==> src/hdl/mem_pkg.sv <==
`default_nettype none

package mem_pkg;

    // --------------------
    // Table geometry
    // --------------------
    localparam int MEM_ADDR_WID = 8;
    localparam int MEM_DATA_WID = 32;
    localparam int MEM_DEPTH    = 2**MEM_ADDR_WID;

    // --------------------
    // Vector types
    // --------------------
    // Table address
    typedef logic [MEM_ADDR_WID-1:0] mem_addr_t;

    // One table entry
    typedef logic [MEM_DATA_WID-1:0] mem_data_t;

    // --------------------
    // Clear sequencer
    // --------------------
    // IDLE_RESET holds while reset is applied, CLEAR walks the table
    typedef enum logic [1:0] {
        IDLE_RESET,
        CLEAR,
        DONE
    } init_state_t;

endpackage : mem_pkg

`default_nettype wire

==> src/hdl/mem_wr_pipe.sv <==
`timescale 1ns/1ns
`default_nettype none

module mem_wr_pipe
    import mem_pkg::*;
#(
    parameter int WR_PIPE_STAGES = 2
) (
    input  wire       rd_clk,
    input  wire       rd_srst_local,

    // User write request
    input  wire       wr_req,
    input  mem_addr_t wr_addr,
    input  mem_data_t wr_data,

    // Delayed write toward the core
    output logic      pipe_wr,
    output mem_addr_t pipe_addr,
    output mem_data_t pipe_data
);

    generate
        if (WR_PIPE_STAGES > 0) begin : g_pipe
            logic      wr_p   [WR_PIPE_STAGES];
            mem_addr_t addr_p [WR_PIPE_STAGES];
            mem_data_t data_p [WR_PIPE_STAGES];

            // Strobe chain
            always_ff @(posedge rd_clk) begin
                if (rd_srst_local) begin
                    for (int i = 0; i < WR_PIPE_STAGES; i++) begin
                        wr_p[i] <= 1'b0;
                    end
                end else begin
                    wr_p[0] <= wr_req;
                    for (int i = 1; i < WR_PIPE_STAGES; i++) begin
                        wr_p[i] <= wr_p[i-1];
                    end
                end
            end

            // Address and data follow the strobe stage for stage
            always_ff @(posedge rd_clk) begin
                addr_p[0] <= wr_addr;
                data_p[0] <= wr_data;
                for (int i = 1; i < WR_PIPE_STAGES; i++) begin
                    addr_p[i] <= addr_p[i-1];
                    data_p[i] <= data_p[i-1];
                end
            end

            assign pipe_wr   = wr_p[WR_PIPE_STAGES-1];
            assign pipe_addr = addr_p[WR_PIPE_STAGES-1];
            assign pipe_data = data_p[WR_PIPE_STAGES-1];
        end else begin : g_no_pipe
            // Straight through, written on the request edge
            assign pipe_wr   = wr_req;
            assign pipe_addr = wr_addr;
            assign pipe_data = wr_data;
        end
    endgenerate

endmodule : mem_wr_pipe

`default_nettype wire

==> config.mk <==
export PLATFORM = sky130hd
export DESIGN_NAME = mem_wr_pipe
export DESIGN_NICKNAME = d
export VERILOG_FILES = /design/src/hdl/mem_pkg.sv /design/src/hdl/mem_wr_pipe.sv
export SDC_FILE = /design/constraint.sdc
export NUM_CORES = 1
export LEC_CHECK = 0
export ABC_CLOCK_PERIOD_IN_PS = 800
export BUFFER_PORTS_ARGS = -buffer_cell sky130_fd_sc_hd__clkbuf_2
export CAP_MARGIN = 30
export CORE_ASPECT_RATIO = 1.2
export CORE_MARGIN = 10
export CORE_UTILIZATION = 45
export DETAILED_ROUTE_END_ITERATION = 8
export PLACE_DENSITY = 0.79
export SYNTH_ARGS = -nofsm -noshare
export SYNTH_HDL_FRONTEND = slang
export SYNTH_SLANG_ARGS = --single-unit
==> constraint.sdc <==
create_clock -name rd_clk -period 0.8 [get_ports rd_clk]
set_input_delay 0.04 -clock rd_clk [delete_from_list [all_inputs] [get_ports rd_clk]]
set_output_delay 0.04 -clock rd_clk [all_outputs]
set_load 0.02 [all_outputs]
==> results of run 1 <==
## logic make-up (layout without fill, tap and decap cells)
kind of cell | after synthesis | after routing
simple gates | 2 | 2
flops | 82 | 82
buf+inv | 40 | 141
## layer usage
metal	vias to the layer above	part of all wire
met5	-	0
met2	50	0.58
met4	0	0.026
met3	11	0.10
met1	494	0.30
li1	527	-
## registers in the layout (all words and copies together), names as in the netlist
register       cells
g_pipe.addr_p     16
g_pipe.data_p     64
g_pipe.wr_p        2
## worst paths after layout
kind	to	slack, ns	cells after the start	from
max	pipe_data[26]	-0.03	1	g_pipe.data_p[0][58]
max reg2reg	g_pipe.wr_p[0][1]	0.28	1	g_pipe.wr_p[0][0]
min reg2reg	g_pipe.data_p[0][63]	0.32	0	g_pipe.data_p[0][31]
min	g_pipe.data_p[0][63]	0.32	0	g_pipe.data_p[0][31]
## what timing repair did
action,CTS,global route
resized for setup,119,45
hold buffers,42,0
setup endpoints to repair,41,41
endpoints found under the hold margin,42,0
## final cells by class
type	count	area, µm²
clock buffer	14	163
clock inverter	2	35.0
fill	254	1010
multi-input combinational	2	12.5
sequential	82	1690
tap	56	70.1
timing repair buffer	125	1250
## Yosys cell counts
library cell   n  share of area
buf_4         40           0.15
nor2b_1        2         0.0064
dfxtp_1       82           0.84
## stage by stage
stage | utilization | power, mW
2_1_floorplan | - | 4.72
3_3_place_gp | 0.506 | 4.79
3_5_place_dp | 0.506 | 4.81
4_1_cts | 0.748 | 8.00
5_1_grt | 0.761 | 8.34
6_report | 0.761 | 8.01
## layout by cell type (no fill, tap or decap), drive strengths merged
cell / synthesis / final
dlygate4sd3: 0 / 42
clkbuf: 0 / 56
clkinv: 0 / 1
dfxtp: 82 / 82
bufinv: 0 / 1
nor2b: 2 / 2
buf: 40 / 41
## power breakdown
| group | total [mW] | switching [mW] | internal [mW] |
|---|---|---|---|
| Sequential | 4.42 | 0.0971 | 4.32 |
| Combinational | 0.722 | 0.245 | 0.477 |
| Clock | 2.86 | 1.25 | 1.61 |
| Total | 8.01 | 1.59 | 6.41 |
==> summary.txt, run 1 <==
Die
  – Num rows: 26
  – Die height: 92.2 µm
  – Die width: 80.2 µm
  – Core ar.: 0.00423 mm²
  – Starting Density: 0.462
  – IO Pins: 84
  – Die ar.: 0.00739 mm²

Timing
  – Max Slew Vio Count: 0
  – Setup_tns: -0.408 ns
  – Final setup viols: 41
  – Worst slew pin tran: 0.0978 ns
  – Crit path time final: 0.828 ns
  – Post-route setup slack: -0.0278 ns
  – Final Skew: 0.00364 ns
  – Fmax: 1210 MHz
  – Final hold viol count: 0
  – Setup repair after global routing missed its margin: true
  – Slew headroom: 0.935
  – Final Cycle Share: 1.03
  – Final hold slack: 0.322 ns

Placement
  – IO buf count: 83
  – Place WS: 0.290 ns
  – DP Cell Count: 223
  – Final GP Congestion: 0.707
  – Post-Place Cell Area: 0.00214 mm²

Routing
  – Antenna Nets Post-Route: 0
  – First drt pass iteration count: 2
  – First-iteration detailed-routing DRC count: 15
  – DR WL/cell: 14.3 µm
  – Routed WL: 4.01 mm
  – DRC: 0
  – Vias: 1082
  – Vias per Instance: 3.85

Final layout
  – Layout area overhead: 64.7%
  – Nets: 263
  – Layout cells sized above 1: 0.609
  – Finished Cell Area: 0.00322 mm²
  – Antenna diode count: 0
  – Non-Filler Instances: 281

Worst setup path
  – CP max stage cell: dfxtp_2
  – WP data arrival: 0.79 ns
  – CP max stage delay: 0.35 ns
  – Startpoint Class: flip-flop
  – CP Data Required Time: 0.76 ns
  – Worst setup path class: flip-flop to output pin
  – Crit. End Element: output pin
  – Buf/Inv on CP: 1
  – Crit-path cells: buf_8
  – Family with the most delay on the worst path: flip-flops
  – CP max FO: 1

Clock network
  – CTS tree: done
  – Later-pin clock latency in the skew report: 0.32 ns
  – Num CTS Buffers: 9
  – CTS clk-pin slew, worst paths: 0.07 ns
  – Root buf cell: clkbuf_8
  – H-tree level count: 3
  – # clock sinks: 82
  – Buffer depth of the longest clock path: 2
  – # Post-CTS Setup Buffers: 0

Global routing
  – GR Util met3: 0.0713
  – Vias in the first global route: 1234
  – Grt total ovfl: 0
  – First-pass GRT wire length: 6.19 mm
  – Pin count of the biggest net entering global routing: 13
  – GR Util All Layers: 0.113
  – Met1 Use GR: 0.0903
  – Top Usage Layer GRT: met2
  – Initial antenna violation count: 0
  – M2 GR Usage: 0.203

Logic synthesis
  – Compound-Gate Fraction of Synth Area: 0
  – Avg Cell Area, Syn: 15.8 µm²
  – Synth Area in XOR/XNOR: 0
  – Largest family of logic cells by synthesized area: buffers and inverters
  – Synthesized netlist cell count: 124
  – Synth Area in Adders: 0
  – Yosys warns: 0
  – Seq/Total Area, Yosys: 0.840
  – Synth unique cells: 3
  – Mapped Area: 0.00195 mm²
  – Mux share of post-synthesis cell area: 0
  – Register bit total from synthesis: 82
  – Post-synth net total: 167
  – Simple-gate area share of the yosys netlist: 0.00640

Outcome
  – Status: finished with violations
  – Failing checks: setup timing

Pwr
  – Peak supply drop: 0.00209 V
  – P_leak: 1.45 nW
  – Power Density: 2490 mW/mm²

Job
  – Max-Cap Viols: 0

Worst hold path
  – Worst Hold Class: flip-flop to flip-flop
No activity file was read; power rests on OpenSTA's default activity.
==> inputs of run 2 (changes only) <==
--- a/config.mk
+++ b/config.mk
@@ -13,6 +13,7 @@
 export CORE_UTILIZATION = 45
 export DETAILED_ROUTE_END_ITERATION = 8
 export PLACE_DENSITY = 0.79
+export SKIP_CTS_REPAIR_TIMING = 1
 export SYNTH_ARGS = -nofsm -noshare
 export SYNTH_HDL_FRONTEND = slang
 export SYNTH_SLANG_ARGS = --single-unit
==> run 2 against run 1 <==
The run still ends with setup timing left. Power fell by 1.5%. Critical endpoint is now pipe_data[20]. Design area decreased by 4.8%. Hold slack got worse by 0.00058 ns. Clock-buffer cell count unchanged. Non-clock buffer count stayed put. Critical path type unchanged. Clock power about the same.
==> summary.txt, run 2 (same netlist as run 1, synthesis figures left out) <==
Final layout
  – Most frequent cells in the layout: dlygate4sd3_1, clkbuf_2, dfxtp_1, dfxtp_2, buf_6 (was dlygate4sd3_1, clkbuf_2, dfxtp_1, dfxtp_2, buf_8)
  – Biggest register: g_pipe.data_p (unchanged)
  – Layout area overhead: 56.9% (was 64.7%)
  – Max reg flops: 64 (unchanged)
  – Finished Cell Area: 0.00307 mm² (was 0.00322 mm²)
  – Fill cells: 276 (was 254)
  – Non-Filler Instances: 281 (unchanged)
  – Layout cells sized above 1: 0.609 (unchanged)
  – Antenna diode count: 0 (unchanged)
  – Regs by FF count: g_pipe.data_p x64, g_pipe.addr_p x16, g_pipe.wr_p x2 (unchanged)
  – Nets: 263 (unchanged)
  – Post-layout util: 0.725 (was 0.761)

Pwr
  – P_leak: 1.40 nW (was 1.45 nW)
  – Power Density: 2570 mW/mm² (was 2490 mW/mm²)
  – Peak supply drop: 0.00208 V (was 0.00209 V)
  – Tot Pwr: 7.89 mW (was 8.01 mW)

Placement
  – DP Cell Count: 223 (unchanged)
  – IO buf count: 83 (unchanged)
  – Place WS: 0.290 ns (unchanged)
  – Post-Place Cell Area: 0.00214 mm² (unchanged)
  – Final GP Congestion: 0.707 (unchanged)

Timing
  – Post-route setup slack: -0.0115 ns (was -0.0278 ns)
  – Fmax: 1230 MHz (was 1210 MHz)
  – Max Slew Vio Count: 0 (unchanged)
  – Worst slew pin tran: 0.0966 ns (was 0.0978 ns)
  – Final Cycle Share: 1.01 (was 1.03)
  – Final Skew: 0.00516 ns (was 0.00364 ns)
  – Crit path time final: 0.811 ns (was 0.828 ns)
  – Setup_tns: -0.0761 ns (was -0.408 ns)
  – Final hold slack: 0.322 ns (about the same)
  – Setup repair after global routing missed its margin: true (unchanged)
  – Final hold viol count: 0 (unchanged)
  – Slew headroom: 0.936 (was 0.935)
  – Final setup viols: 26 (was 41)

Worst setup path
  – Crit-path cells: buf_6 (was buf_8)
  – CP Depth: 1 (unchanged)
  – Worst setup path class: flip-flop to output pin (unchanged)
  – CP max stage cell: dfxtp_2 (unchanged)
  – CP max FO: 1 (unchanged)
  – CP max stage delay: 0.33 ns (was 0.35 ns)
  – Startpoint Class: flip-flop (unchanged)
  – CP Data Required Time: 0.76 ns (about the same)
  – Crit. End Element: output pin (unchanged)
  – Buf/Inv on CP: 1 (unchanged)
  – Family with the most delay on the worst path: flip-flops (unchanged)
  – WP data arrival: 0.77 ns (was 0.79 ns)
  – Reg2Reg Depth: 1 (unchanged)

Routing
  – DRC: 0 (unchanged)
  – Met2 wire length: 2.30 mm (was 2.31 mm)
  – Top Metal Used: met4 (unchanged)
  – First drt pass iteration count: 2 (unchanged)
  – DR WL/cell: 13.9 µm (was 14.3 µm)
  – Vias per Instance: 3.86 (was 3.85)
  – First-iteration detailed-routing DRC count: 19 (was 15)
  – Post-Route M1 WL: 1.18 mm (was 1.19 mm)
  – Routed WL: 3.89 mm (was 4.01 mm)
  – Vias: 1086 (was 1082)
  – Met3 WL: 334 µm (was 404 µm)
  – Antenna Nets Post-Route: 0 (unchanged)

Global routing
  – Grt total ovfl: 0 (unchanged)
  – First-pass GRT wire length: 4.64 mm (was 6.19 mm)
  – Initial antenna violation count: 0 (unchanged)
  – GR Util All Layers: 0.0862 (was 0.113)
  – Vias in the first global route: 991 (was 1234)
  – Pin count of the biggest net entering global routing: 13 (unchanged)

Clock network
  – Root buf cell: clkbuf_8 (unchanged)
  – Later-pin clock latency in the skew report: 0.32 ns (about the same)
  – CTS clk-pin slew, worst paths: 0.07 ns (about the same)
  – H-tree level count: 3 (unchanged)
  – CTS tree: done (unchanged)
  – # clock sinks: 82 (unchanged)
  – Num CTS Buffers: 9 (unchanged)
  – Buffer depth of the longest clock path: 2 (unchanged)

Die
  – Num rows: 26 (unchanged)
  – Starting Density: 0.462 (unchanged)
  – IO Pins: 84 (unchanged)
  – Die height: 92.2 µm (unchanged)
  – Core ar.: 0.00423 mm² (unchanged)
  – Die width: 80.2 µm (unchanged)
  – Die ar.: 0.00739 mm² (unchanged)

Job
  – Max-Cap Viols: 0 (unchanged)

Outcome
  – Failing checks: setup timing (unchanged)
  – Status: finished with violations (unchanged)

Worst hold path
  – Worst Hold Class: flip-flop to flip-flop (unchanged)
  – WHS Path Cells: 0 (unchanged)
[run 2: cell count changes in the layout (fill, tap and decap cells not counted)]
cell,change
buf_6,+41
buf_8,-41
[run 2: layout make-up]
| cell class | instances | area, µm² | share of cell area |
|---|---|---|---|
| clock buffer | 14 | 163 | 0.0531 |
| clock inverter | 2 | 35.0 | 0.0114 |
| multi-input combinational | 2 | 12.5 | 0.00408 |
| sequential | 82 | 1690 | 0.552 |
| tap | 56 | 70.1 | 0.0229 |
| timing repair buffer | 125 | 1090 | 0.356 |
[run 2: final timing paths]
check	start	endpoint	slack, ns
hold / removal	g_pipe.data_p[0][31]	g_pipe.data_p[0][63]	0.32
setup reg to reg	g_pipe.wr_p[0][0]	g_pipe.wr_p[0][1]	0.28
setup / recovery	g_pipe.data_p[0][52]	pipe_data[20]	-0.01
hold reg to reg	g_pipe.data_p[0][31]	g_pipe.data_p[0][63]	0.32
[run 2: per-layer routing]
layer	global-route usage	vias to the layer above
met5	0	-
met4	0.0529	0
met3	0.0693	9
met2	0.147	50
met1	0.0638	500
li1	-	527
[run 2: where the power goes]
| part | switching, mW | internal [mW] |
|---|---|---|
| Clock | 1.23 | 1.61 |
| Sequential | 0.0757 | 4.32 |
| Combinational | 0.244 | 0.403 |
