File: src/hdl/mem_pkg.sv
`default_nettype none

package mem_pkg;

    // --------------------
    // Table geometry
    // --------------------
    localparam int MEM_ADDR_WID = 8;
    localparam int MEM_DATA_WID = 32;
    localparam int MEM_DEPTH    = 2**MEM_ADDR_WID;

    // --------------------
    // Vector types
    // --------------------
    // Table address
    typedef logic [MEM_ADDR_WID-1:0] mem_addr_t;

    // One table entry
    typedef logic [MEM_DATA_WID-1:0] mem_data_t;

    // --------------------
    // Clear sequencer
    // --------------------
    // IDLE_RESET holds while reset is applied, CLEAR walks the table
    typedef enum logic [1:0] {
        IDLE_RESET,
        CLEAR,
        DONE
    } init_state_t;

endpackage : mem_pkg

`default_nettype wire

File: src/hdl/mem_reset_fsm.sv
`timescale 1ns/1ns
`default_nettype none

module mem_reset_fsm
    import mem_pkg::*;
#(
    parameter mem_data_t RESET_VAL = '0
) (
    input  wire       rd_clk,
    input  wire       rd_srst_local,
    input  wire       clear,

    // Init write stream into the core
    output logic      init_wr,
    output mem_addr_t init_addr,
    output mem_data_t init_data,

    // Table holds RESET_VAL everywhere
    output logic      init_done
);

    init_state_t state;
    init_state_t state_nxt;
    mem_addr_t   addr_cnt;
    logic        last_addr;

    assign last_addr = (addr_cnt == mem_addr_t'(MEM_DEPTH - 1));

    // --------------------
    // State register
    // --------------------
    always_ff @(posedge rd_clk) begin
        if (rd_srst_local) begin
            state <= IDLE_RESET;
        end else begin
            state <= state_nxt;
        end
    end

    always_comb begin
        state_nxt = state;
        case (state)
            IDLE_RESET: state_nxt = CLEAR;
            CLEAR: begin
                if (last_addr) begin
                    state_nxt = DONE;
                end
            end
            DONE:       state_nxt = DONE;
            default:    state_nxt = IDLE_RESET;
        endcase
        // A clear strobe restarts the sweep, even mid-sweep
        if (clear) begin
            state_nxt = CLEAR;
        end
    end

    // --------------------
    // Address counter
    // --------------------
    // Steps once per init write, back to 0 on restart
    always_ff @(posedge rd_clk) begin
        if (rd_srst_local || clear || (state != CLEAR)) begin
            addr_cnt <= '0;
        end else begin
            addr_cnt <= addr_cnt + 1'b1;
        end
    end

    // One init write per cycle while sweeping
    assign init_wr   = (state == CLEAR);
    assign init_addr = addr_cnt;
    assign init_data = RESET_VAL;

    // Rises the cycle after the write to the last entry
    assign init_done = (state == DONE);

endmodule : mem_reset_fsm

`default_nettype wire

File: config.mk
export PLATFORM = sky130hd
export DESIGN_NAME = mem_reset_fsm
export DESIGN_NICKNAME = d
export VERILOG_FILES = /design/src/hdl/mem_pkg.sv /design/src/hdl/mem_reset_fsm.sv
export SDC_FILE = /design/constraint.sdc
export NUM_CORES = 1
export LEC_CHECK = 0
export BUFFER_PORTS_ARGS = -buffer_cell sky130_fd_sc_hd__buf_2
export CORE_MARGIN = 10
export CORE_UTILIZATION = 44
export CTS_CLUSTER_SIZE = 40
export DETAILED_ROUTE_END_ITERATION = 16
export GPL_ROUTABILITY_DRIVEN = 0
export PLACE_DENSITY = 0.82
export SLEW_MARGIN = 20
export SYNTH_ARGS = -nofsm -noshare
export SYNTH_HDL_FRONTEND = slang
export SYNTH_SLANG_ARGS = --single-unit
File: constraint.sdc
create_clock -name rd_clk -period 3 [get_ports rd_clk]
set_clock_uncertainty 0.2 [all_clocks]
set_input_delay 0.15 -clock rd_clk [delete_from_list [all_inputs] [get_ports rd_clk]]
set_output_delay 0.15 -clock rd_clk [all_outputs]
set_load 0.02 [all_outputs]
==> impl_metrics.py, run 1 <==
metrics = {
    "logic_synthesis": {
        "yosys_warnings": 0,
        "yosys.area_share.simple": 0.152,
        "synth_area_um2": 709,
        "ys_types": 23,
        "synth-xor-area-share": 0.0370,
        "synthTopCellsByArea": "buf_4 (34%), dfxtp_1 (28%), ha_1 (7.1%)",
        "postSynth.asyncResetShare": 0,
        "yosysTopAreaCell": "buf_4",
        "synth_common_cells": "buf_4 (32), dfxtp_1 (10), nor2_1 (7)",
        "yosysMostFrequentCell": "buf_4",
        "synthCells": 85,
        "ys_seq_area_frac": 0.282,
        "ys_ff_latch": 10,
        "syn_avg_cell_area_um2": 8.35,
        "synth_fa_ha_area_frac": 0.0705,
        "synth_compound_area_frac": 0.0847,
        "synth_mux_area_frac": 0.0141,
        "synth-main-ff-cell": "dfxtp_1",
        "synth_top_family_by_area": "buffers and inverters",
        "synth_top_area_frac": 0.339,
        "synth_edf_count": 0,
    },
    "global_routing": {
        "grt_max_degree": 7,
        "antenna_found_initial": 0,
        "overflow": 0,
        "grt_pass1_vias": 461,
        "grt_pass1_wl_mm": 1.99,
        "grtUsageTotal": 0.0726,
    },
    "routing": {
        "vias": 502,
        "routed_wl_mm": 1.36,
        "routed.top_layer": "met4",
        "first_pass_iters": 4,
        "wl_per_cell_um": 11.5,
        "routed-wl-met3_um": 242,
        "wl_met2_um": 645,
        "drc": 0,
        "drt_iter0_markers": 4,
        "drt.antenna.violating_nets": 0,
        "met1_length_um": 442,
        "viasPerCell": 4.25,
    },
    "clocking": {
        "cts_resized": 0,
        "cts.path.max_buffers": 2,
        "post_cts_buffers": 0,
        "clk_pin_slew_worst_paths_ps": 70,
        "cts.sink_count": 10,
        "cts_inserted_buffers": 3,
        "cts_root_buf": "clkbuf_4",
        "clock_latency_ps": 270,
        "postCtsHoldBufs": 2,
        "tritoncts": "built",
        "htree_levels": 1,
    },
    "sta": {
        "hold_viol": 0,
        "fmax_mhz": 479,
        "finalCriticalPeriod_ps": 2090,
        "final-setup-viol-count": 0,
        "final.setup.tns_ps": 0,
        "rsz0062_at_grt": "no",
        "maxSlewViolCount": 0,
        "post-route-period-util": 0.696,
    },
    "worst_hold_path": {
        "min_path_cells": 4,
        "whs_endpoint": "state[1]",
        "hold_start": "clear",
        "hold_class": "input port to flop",
    },
    "floorplanning": {
        "rows": 14,
        "pin_count": 45,
        "die_area_um2": 3620,
        "core_area_um2": 1520,
        "die_x_um": 60.2,
        "die_h_um": 60.2,
        "start_util": 0.466,
    },
    "pwr": {
        "cellPowerDensity_nw_per_um2": 449,
        "power_uw": 324,
        "irDropWorstVdd_v": 0.000205,
        "leakage_nw": 0.369,
    },
    "cells_and_area": {
        "n_fill_cell": 161,
        "seq_area_um2": 200,
        "final_layout_size_suffix_gt1_frac": 0.167,
        "diodes": 0,
        "multiInputGateArea_um2": 374,
        "nets": 110,
        "final_area_um2": 722,
        "area_growth_pct": 1.76,
    },
    "setup_path": {
        "crit_path_cell_trace": "ha_1, nand4_1, o211a_1, a211oi_1, dlygate4sd3_1",
        "critPathMaxStageDelay_ps": 580,
        "startpoint_type": "flop",
        "worst_ep_required_time_ps": 3010,
        "rr_worst_depth": 5,
        "rrSetupSlack_ps": 910,
        "critPathKind": "flop to flop",
        "crit_fanout": 5,
        "cp_num_buf_inv": 1,
        "worst_path_max_delay_cell": "dlygate4sd3_1",
        "endpoint_kind": "flop",
        "arrival_ps": 2100,
        "r2r-start": "init_addr[0]",
        "r2r-end": "state[0]",
        "cp_top_family": "buffers and inverters",
    },
    "place": {
        "hpwl_mm": 1.17,
        "portBuffers": 12,
        "place_area_um2": 666,
    },
    "job": {
        "cap_violations": 0,
    },
    "status": {
        "status": "finished clean",
    },
}
==> state kept, by name, summed over array words and instances, names as in the netlist <==
register	cells
state	2
init_addr	8
==> worst register-to-register path: stages (launching register included) <==
cell and delay [ps]:
dfxtp_1 400, ha_1 220, nand4_1 160, o211a_1 270, a211oi_1 220, dlygate4sd3_1 580
==> placed cells by master (no fill, tap or decap) <==
cell type	n
a211oi_1	1
a21oi_1	2
and2_1	2
buf_2	12
clkbuf_4	3
clkbuf_8	1
conb_1	32
dfxtp_1	10
dlygate4sd3_1	2
ha_1	4
inv_1	3
mux2i_1	1
nand2_1	5
nand3_1	3
nand3_2	1
nand4_1	1
nor2_1	7
nor3_1	1
o211a_1	1
o21a_1	2
o21ai_0	2
o31ai_1	1
or3_1	1
or4_1	1
xnor2_1	1
xor2_1	2
==> stage by stage <==
stage / hold slack (ps) / setup WS (ps) / cells / util
after floorplan: 22.8 / 1420 / 116 / -
after global placement: 139 / 1530 / 112 / 0.437
after detailed placement: 137 / 1440 / 112 / 0.437
after CTS: 18.9 / 932 / 118 / 0.474
after global routing: 36.2 / 759 / 118 / 0.474
final: 23.1 / 911 / 118 / 0.474
==> layer usage <==
layer  vias up  global-route usage
met3         3              0.0508
met1       222              0.0677
li1        248                   -
met2        29               0.116
met4         0              0.0385
met5         -                   0
==> power breakdown <==
group / total, mW / leakage, nW / internal (mW) / switching [mW]
Combinational: 0.0646 / 0.267 / 0.0120 / 0.0526
Clock: 0.121 / 0.0210 / 0.0738 / 0.0473
Sequential: 0.139 / 0.0811 / 0.136 / 0.00285
==> how the worst max path moves through the flow <==
| stage | from | endpoint | slack, ps | cells after the start |
|---|---|---|---|---|
| after floorplan | init_addr[0] | state[1] | 1420 | 4 |
| after global placement | init_addr[0] | state[1] | 1530 | 4 |
| after detailed placement | init_addr[0] | state[1] | 1440 | 4 |
| after CTS | init_addr[0] | state[0] | 930 | 5 |
| after global routing | init_addr[0] | state[0] | 760 | 5 |
| final | init_addr[0] | state[0] | 910 | 5 |
==> layout make-up <==
type | count | share of cell area
multi-input cells | 71 | 0.518
clock buffers | 4 | 0.0503
repair buffers | 14 | 0.111
well taps | 16 | 0.0277
inverters | 3 | 0.0156
flip-flops and latches | 10 | 0.277
==> cell families (layout without fill, tap and decap cells) <==
group	count (synthesis)	after routing
buffers and inverters	35	21
AND/OR/NAND/NOR	22	22
flip-flops	10	10
AO/OA/AOI/OAI	9	9
adder cells (fa/ha/maj)	4	4
XOR/XNOR	3	3
other	1	32
multiplexers	1	1
(Power assumes the default switching activity.)
==> run 2: changes to the inputs <==
CORE_UTILIZATION = 37   (was 44)
PLACE_DENSITY = 0.74   (was 0.82)
clock period = 1.8 ns   (was 3 ns; I/O delays follow)
==> impl_metrics.py, run 2 (synthesis gave the netlist of run 1 again) <==
metrics = {
    "status": {
        "status": "finished clean",
    },
    "routing": {
        "drc": 0,
        "drt.antenna.violating_nets": 0,
        "drt_iter0_markers": 7,
        "first_pass_iters": 4,
        "vias": 495,
        "routed_wl_mm": 1.40,
        "wl_per_cell_um": 11.0,
        "viasPerCell": 3.90,
    },
    "floorplanning": {
        "core_area_um2": 1760,
        "rows": 15,
        "die_h_um": 63.8,
        "pin_count": 45,
        "die_area_um2": 4070,
        "start_util": 0.402,
        "die_x_um": 63.8,
    },
    "global_routing": {
        "grt_pass1_wl_mm": 2.21,
        "grt_max_degree": 7,
        "overflow": 0,
        "grtUsageTotal": 0.0679,
        "antenna_found_initial": 0,
        "grt_pass1_vias": 507,
    },
    "sta": {
        "maxSlewViolCount": 0,
        "post-route-period-util": 0.891,
        "fmax_mhz": 624,
        "final-setup-viol-count": 0,
        "setup_slack_ps": 197,
        "rsz0062_at_grt": "no",
        "hold_viol": 0,
        "final.setup.tns_ps": 0,
        "hold_slack_ps": 290,
        "finalCriticalPeriod_ps": 1600,
    },
    "pwr": {
        "irDropWorstVdd_v": 0.000331,
        "leakage_nw": 0.368,
        "cellPowerDensity_nw_per_um2": 741,
        "power_uw": 543,
    },
    "clocking": {
        "cts.path.max_buffers": 2,
        "htree_levels": 1,
        "cts.sink_count": 10,
        "tritoncts": "built",
        "cts_inserted_buffers": 3,
        "cts_root_buf": "clkbuf_4",
        "clock_latency_ps": 270,
        "clk_pin_slew_worst_paths_ps": 70,
    },
    "cells_and_area": {
        "mostFrequentLayoutCell": "conb_1",
        "final_layout_size_suffix_gt1_frac": 0.167,
        "largest_reg_flops": 8,
        "diodes": 0,
        "layout_common_cells": "conb_1 (32), buf_2 (12), dfxtp_1 (10)",
        "n_fill_cell": 189,
        "nets": 110,
        "fin_cells": 127,
        "area_growth_pct": 3.35,
    },
    "setup_path": {
        "cp_top_family": "flip-flops",
        "startpoint_type": "flop",
        "crit_path_cell_trace": "ha_1, nand4_1, o21ai_0, mux2i_1",
        "arrival_ps": 1600,
        "critPathKind": "flop to flop",
        "crit_fanout": 5,
        "worst_path_max_delay_cell": "dfxtp_1",
        "critPathMaxStageDelay_ps": 380,
        "endpoint_kind": "flop",
        "cp_num_buf_inv": 0,
        "worst_ep_required_time_ps": 1800,
    },
    "worst_hold_path": {
        "hold_class": "flop to flop",
    },
    "place": {
        "dp_cells": 121,
        "hpwl_mm": 1.23,
        "portBuffers": 12,
        "post-place-ws_ps": 192,
    },
    "job": {
        "cap_violations": 0,
    },
}
## run 2: cell counts in the layout (fill, tap and decap cells not counted)
No cell type changed its count.
## run 2: worst reg2reg max path: cells and delay by family (launching register included)
family                     cells  cell delay (ps)
muxes                          1              230
adders and majority gates      1              220
and+or+nand+nor                1              150
AOI/OAI and AO/OA              1              350
DFF                            1              380
## run 2: path summary, 6_finish.rpt
kind           startpoint  slack, ps            to  depth (start not counted)
max          init_addr[0]        200      state[1]                          4
min          init_addr[0]        290  init_addr[0]                          1
max reg2reg  init_addr[0]        200      state[1]                          4
min reg2reg  init_addr[0]        290  init_addr[0]                          1
## run 2: area by class of cell
class                           count  area [um^2]  share of cell area
Tap cell                           25         31.3              0.0427
Multi-Input combinational cell     71          374               0.510
Inverter                            3         11.3              0.0154
Timing Repair Buffer               14         80.1               0.109
Clock buffer                        4         36.3              0.0495
Sequential cell                    10          200               0.273
## run 2: per-layer routing
| metal | routed length (um) | vias up | track usage |
|---|---|---|---|
| met3 | 222 | 5 | 0.0592 |
| li1 | - | 245 | - |
| met1 | 502 | 214 | 0.0570 |
| met2 | 629 | 31 | 0.103 |
| met4 | 41 | 0 | 0.0492 |
| met5 | 0 | - | 0 |
## run 2: report_power, final
| part | switching, mW | total [mW] | internal, mW |
|---|---|---|---|
| Clock | 0.0822 | 0.205 | 0.123 |
| Sequential | 0.00450 | 0.231 | 0.226 |
| Combinational | 0.0884 | 0.107 | 0.0187 |
## run 2: repair_timing
action                                 4_1_cts  5_1_grt
gates resized for setup                      0        0
setup buffers                                0        0
endpoints found under the hold margin        2        0
hold buffers                                 2        0
## run 2: metrics by stage
| stage | instance area [um^2] | util |
|---|---|---|
| finish | 733 | 0.416 |
| global route | 733 | 0.416 |
| CTS | 733 | 0.416 |
| detailed placement | 677 | 0.384 |
| global placement | 677 | 0.384 |
| floorplan | 826 | - |
==> run 3: changes to the inputs <==
PLACE_DENSITY = default   (was 0.74)
PLACE_DENSITY_LB_ADDON = 0.1   (was default)
==> impl_metrics.py, run 3 (synthesis gave the netlist of run 1 again) <==
metrics = {
    "routing": {
        "wl_per_cell_um": 10.5,
        "drt_iter0_markers": 17,
        "drc": 0,
        "routed.top_layer": "met3",
        "viasPerCell": 3.97,
        "wl_met2_um": 574,
        "routed-wl-met3_um": 224,
        "met1_length_um": 536,
        "routed_wl_mm": 1.34,
        "first_pass_iters": 4,
        "drt.antenna.violating_nets": 0,
        "vias": 504,
    },
    "worst_hold_path": {
        "whs_endpoint": "init_addr[0]",
        "hold_class": "flop to flop",
        "hold_start": "init_addr[0]",
        "min_path_cells": 1,
    },
    "place": {
        "portBuffers": 12,
        "hpwl_mm": 1.20,
        "place_area_um2": 677,
        "dp_cells": 121,
    },
    "setup_path": {
        "worst_path_max_delay_cell": "dfxtp_1",
        "critPathMaxStageDelay_ps": 390,
        "endpoint_kind": "flop",
        "startpoint_type": "flop",
        "rrSetupSlack_ps": 230,
        "r2r-start": "init_addr[0]",
        "cp_top_family": "flip-flops",
        "crit_fanout": 5,
        "critPathKind": "flop to flop",
        "rr_worst_depth": 4,
        "worst_ep_required_time_ps": 1790,
        "crit_path_cell_trace": "ha_1, nand4_1, o21ai_0, mux2i_1",
        "cp_num_buf_inv": 0,
        "arrival_ps": 1560,
        "r2r-end": "state[1]",
    },
    "pwr": {
        "irDropWorstVdd_v": 0.000499,
        "cellPowerDensity_nw_per_um2": 721,
        "leakage_nw": 0.368,
    },
    "cells_and_area": {
        "largest_reg_flops": 8,
        "fin_util": 0.416,
        "final_area_um2": 733,
        "nets": 110,
        "final_layout_size_suffix_gt1_frac": 0.167,
        "mostFrequentLayoutCell": "conb_1",
        "layout_common_cells": "conb_1 (32), buf_2 (12), dfxtp_1 (10)",
        "area_growth_pct": 3.35,
        "diodes": 0,
        "fin_cells": 127,
    },
    "clocking": {
        "cts.path.max_buffers": 2,
        "post_cts_buffers": 0,
        "htree_levels": 1,
        "cts.sink_count": 10,
        "tritoncts": "built",
        "cts_inserted_buffers": 3,
        "clk_pin_slew_worst_paths_ps": 60,
        "clock_latency_ps": 250,
        "cts_root_buf": "clkbuf_4",
    },
    "sta": {
        "hold_slack_ps": 276,
        "finalCriticalPeriod_ps": 1570,
        "post-route-period-util": 0.873,
        "final.setup.tns_ps": 0,
        "final-setup-viol-count": 0,
        "hold_viol": 0,
        "fmax_mhz": 636,
        "rsz0062_at_grt": "no",
        "maxSlewViolCount": 0,
    },
    "global_routing": {
        "grt_pass1_vias": 488,
        "grt_max_degree": 7,
        "antenna_found_initial": 0,
        "grt_pass1_wl_mm": 2.20,
        "overflow": 0,
        "grtUsageTotal": 0.0636,
    },
    "floorplanning": {
        "start_util": 0.402,
        "die_x_um": 63.8,
        "die_h_um": 63.8,
        "pin_count": 45,
        "core_area_um2": 1760,
        "die_area_um2": 4070,
        "rows": 15,
    },
    "status": {
        "status": "finished clean",
    },
    "job": {
        "cap_violations": 0,
    },
}
==> run 3: cell counts in the layout (fill, tap and decap cells not counted) <==
Identical to the previous run, type by type.
==> run 3: final cells by class <==
class / instances / area (um^2)
clock buffer: 4 / 36.3
fill: 185 / 1030
inverter: 3 / 11.3
multi-input combinational: 71 / 374
sequential: 10 / 200
tap: 25 / 31.3
timing repair buffer: 14 / 80.1
==> run 3: how the worst max path moves through the flow <==
stage,from,cells past startpoint,endpoint,slack (ps)
2_1_floorplan,init_addr[0],4,state[1],220
3_3_place_gp,init_addr[0],4,state[1],310
3_5_place_dp,init_addr[0],4,state[1],240
4_1_cts,init_addr[0],4,state[1],210
5_1_grt,init_addr[0],4,state[1],70
6_report,init_addr[0],4,state[1],230
==> run 3: through the flow <==
stage | setup WS [ps] | power (mW)
finish | 228 | 0.529
global route | 68.9 | 0.564
CTS | 208 | 0.533
detailed placement | 245 | 0.335
global placement | 307 | 0.336
floorplan | 220 | 0.376
==> run 3: where the power goes <==
group          internal (mW)  switching [mW]  leakage, nW
clock                  0.122          0.0702       0.0210
sequential             0.226         0.00460       0.0811
combinational         0.0185          0.0864        0.266
==> run 3: layer usage <==
layer | vias to the layer above | global-route usage
li1 | 247 | -
met1 | 223 | 0.0666
met2 | 34 | 0.0933
met3 | 0 | 0.0610
met4 | 0 | 0.00820
met5 | - | 0
==> run 3: what timing repair did <==
item,CTS,global route
endpoints found under the hold margin,2,0
resized for setup,0,0
hold buffers,2,0
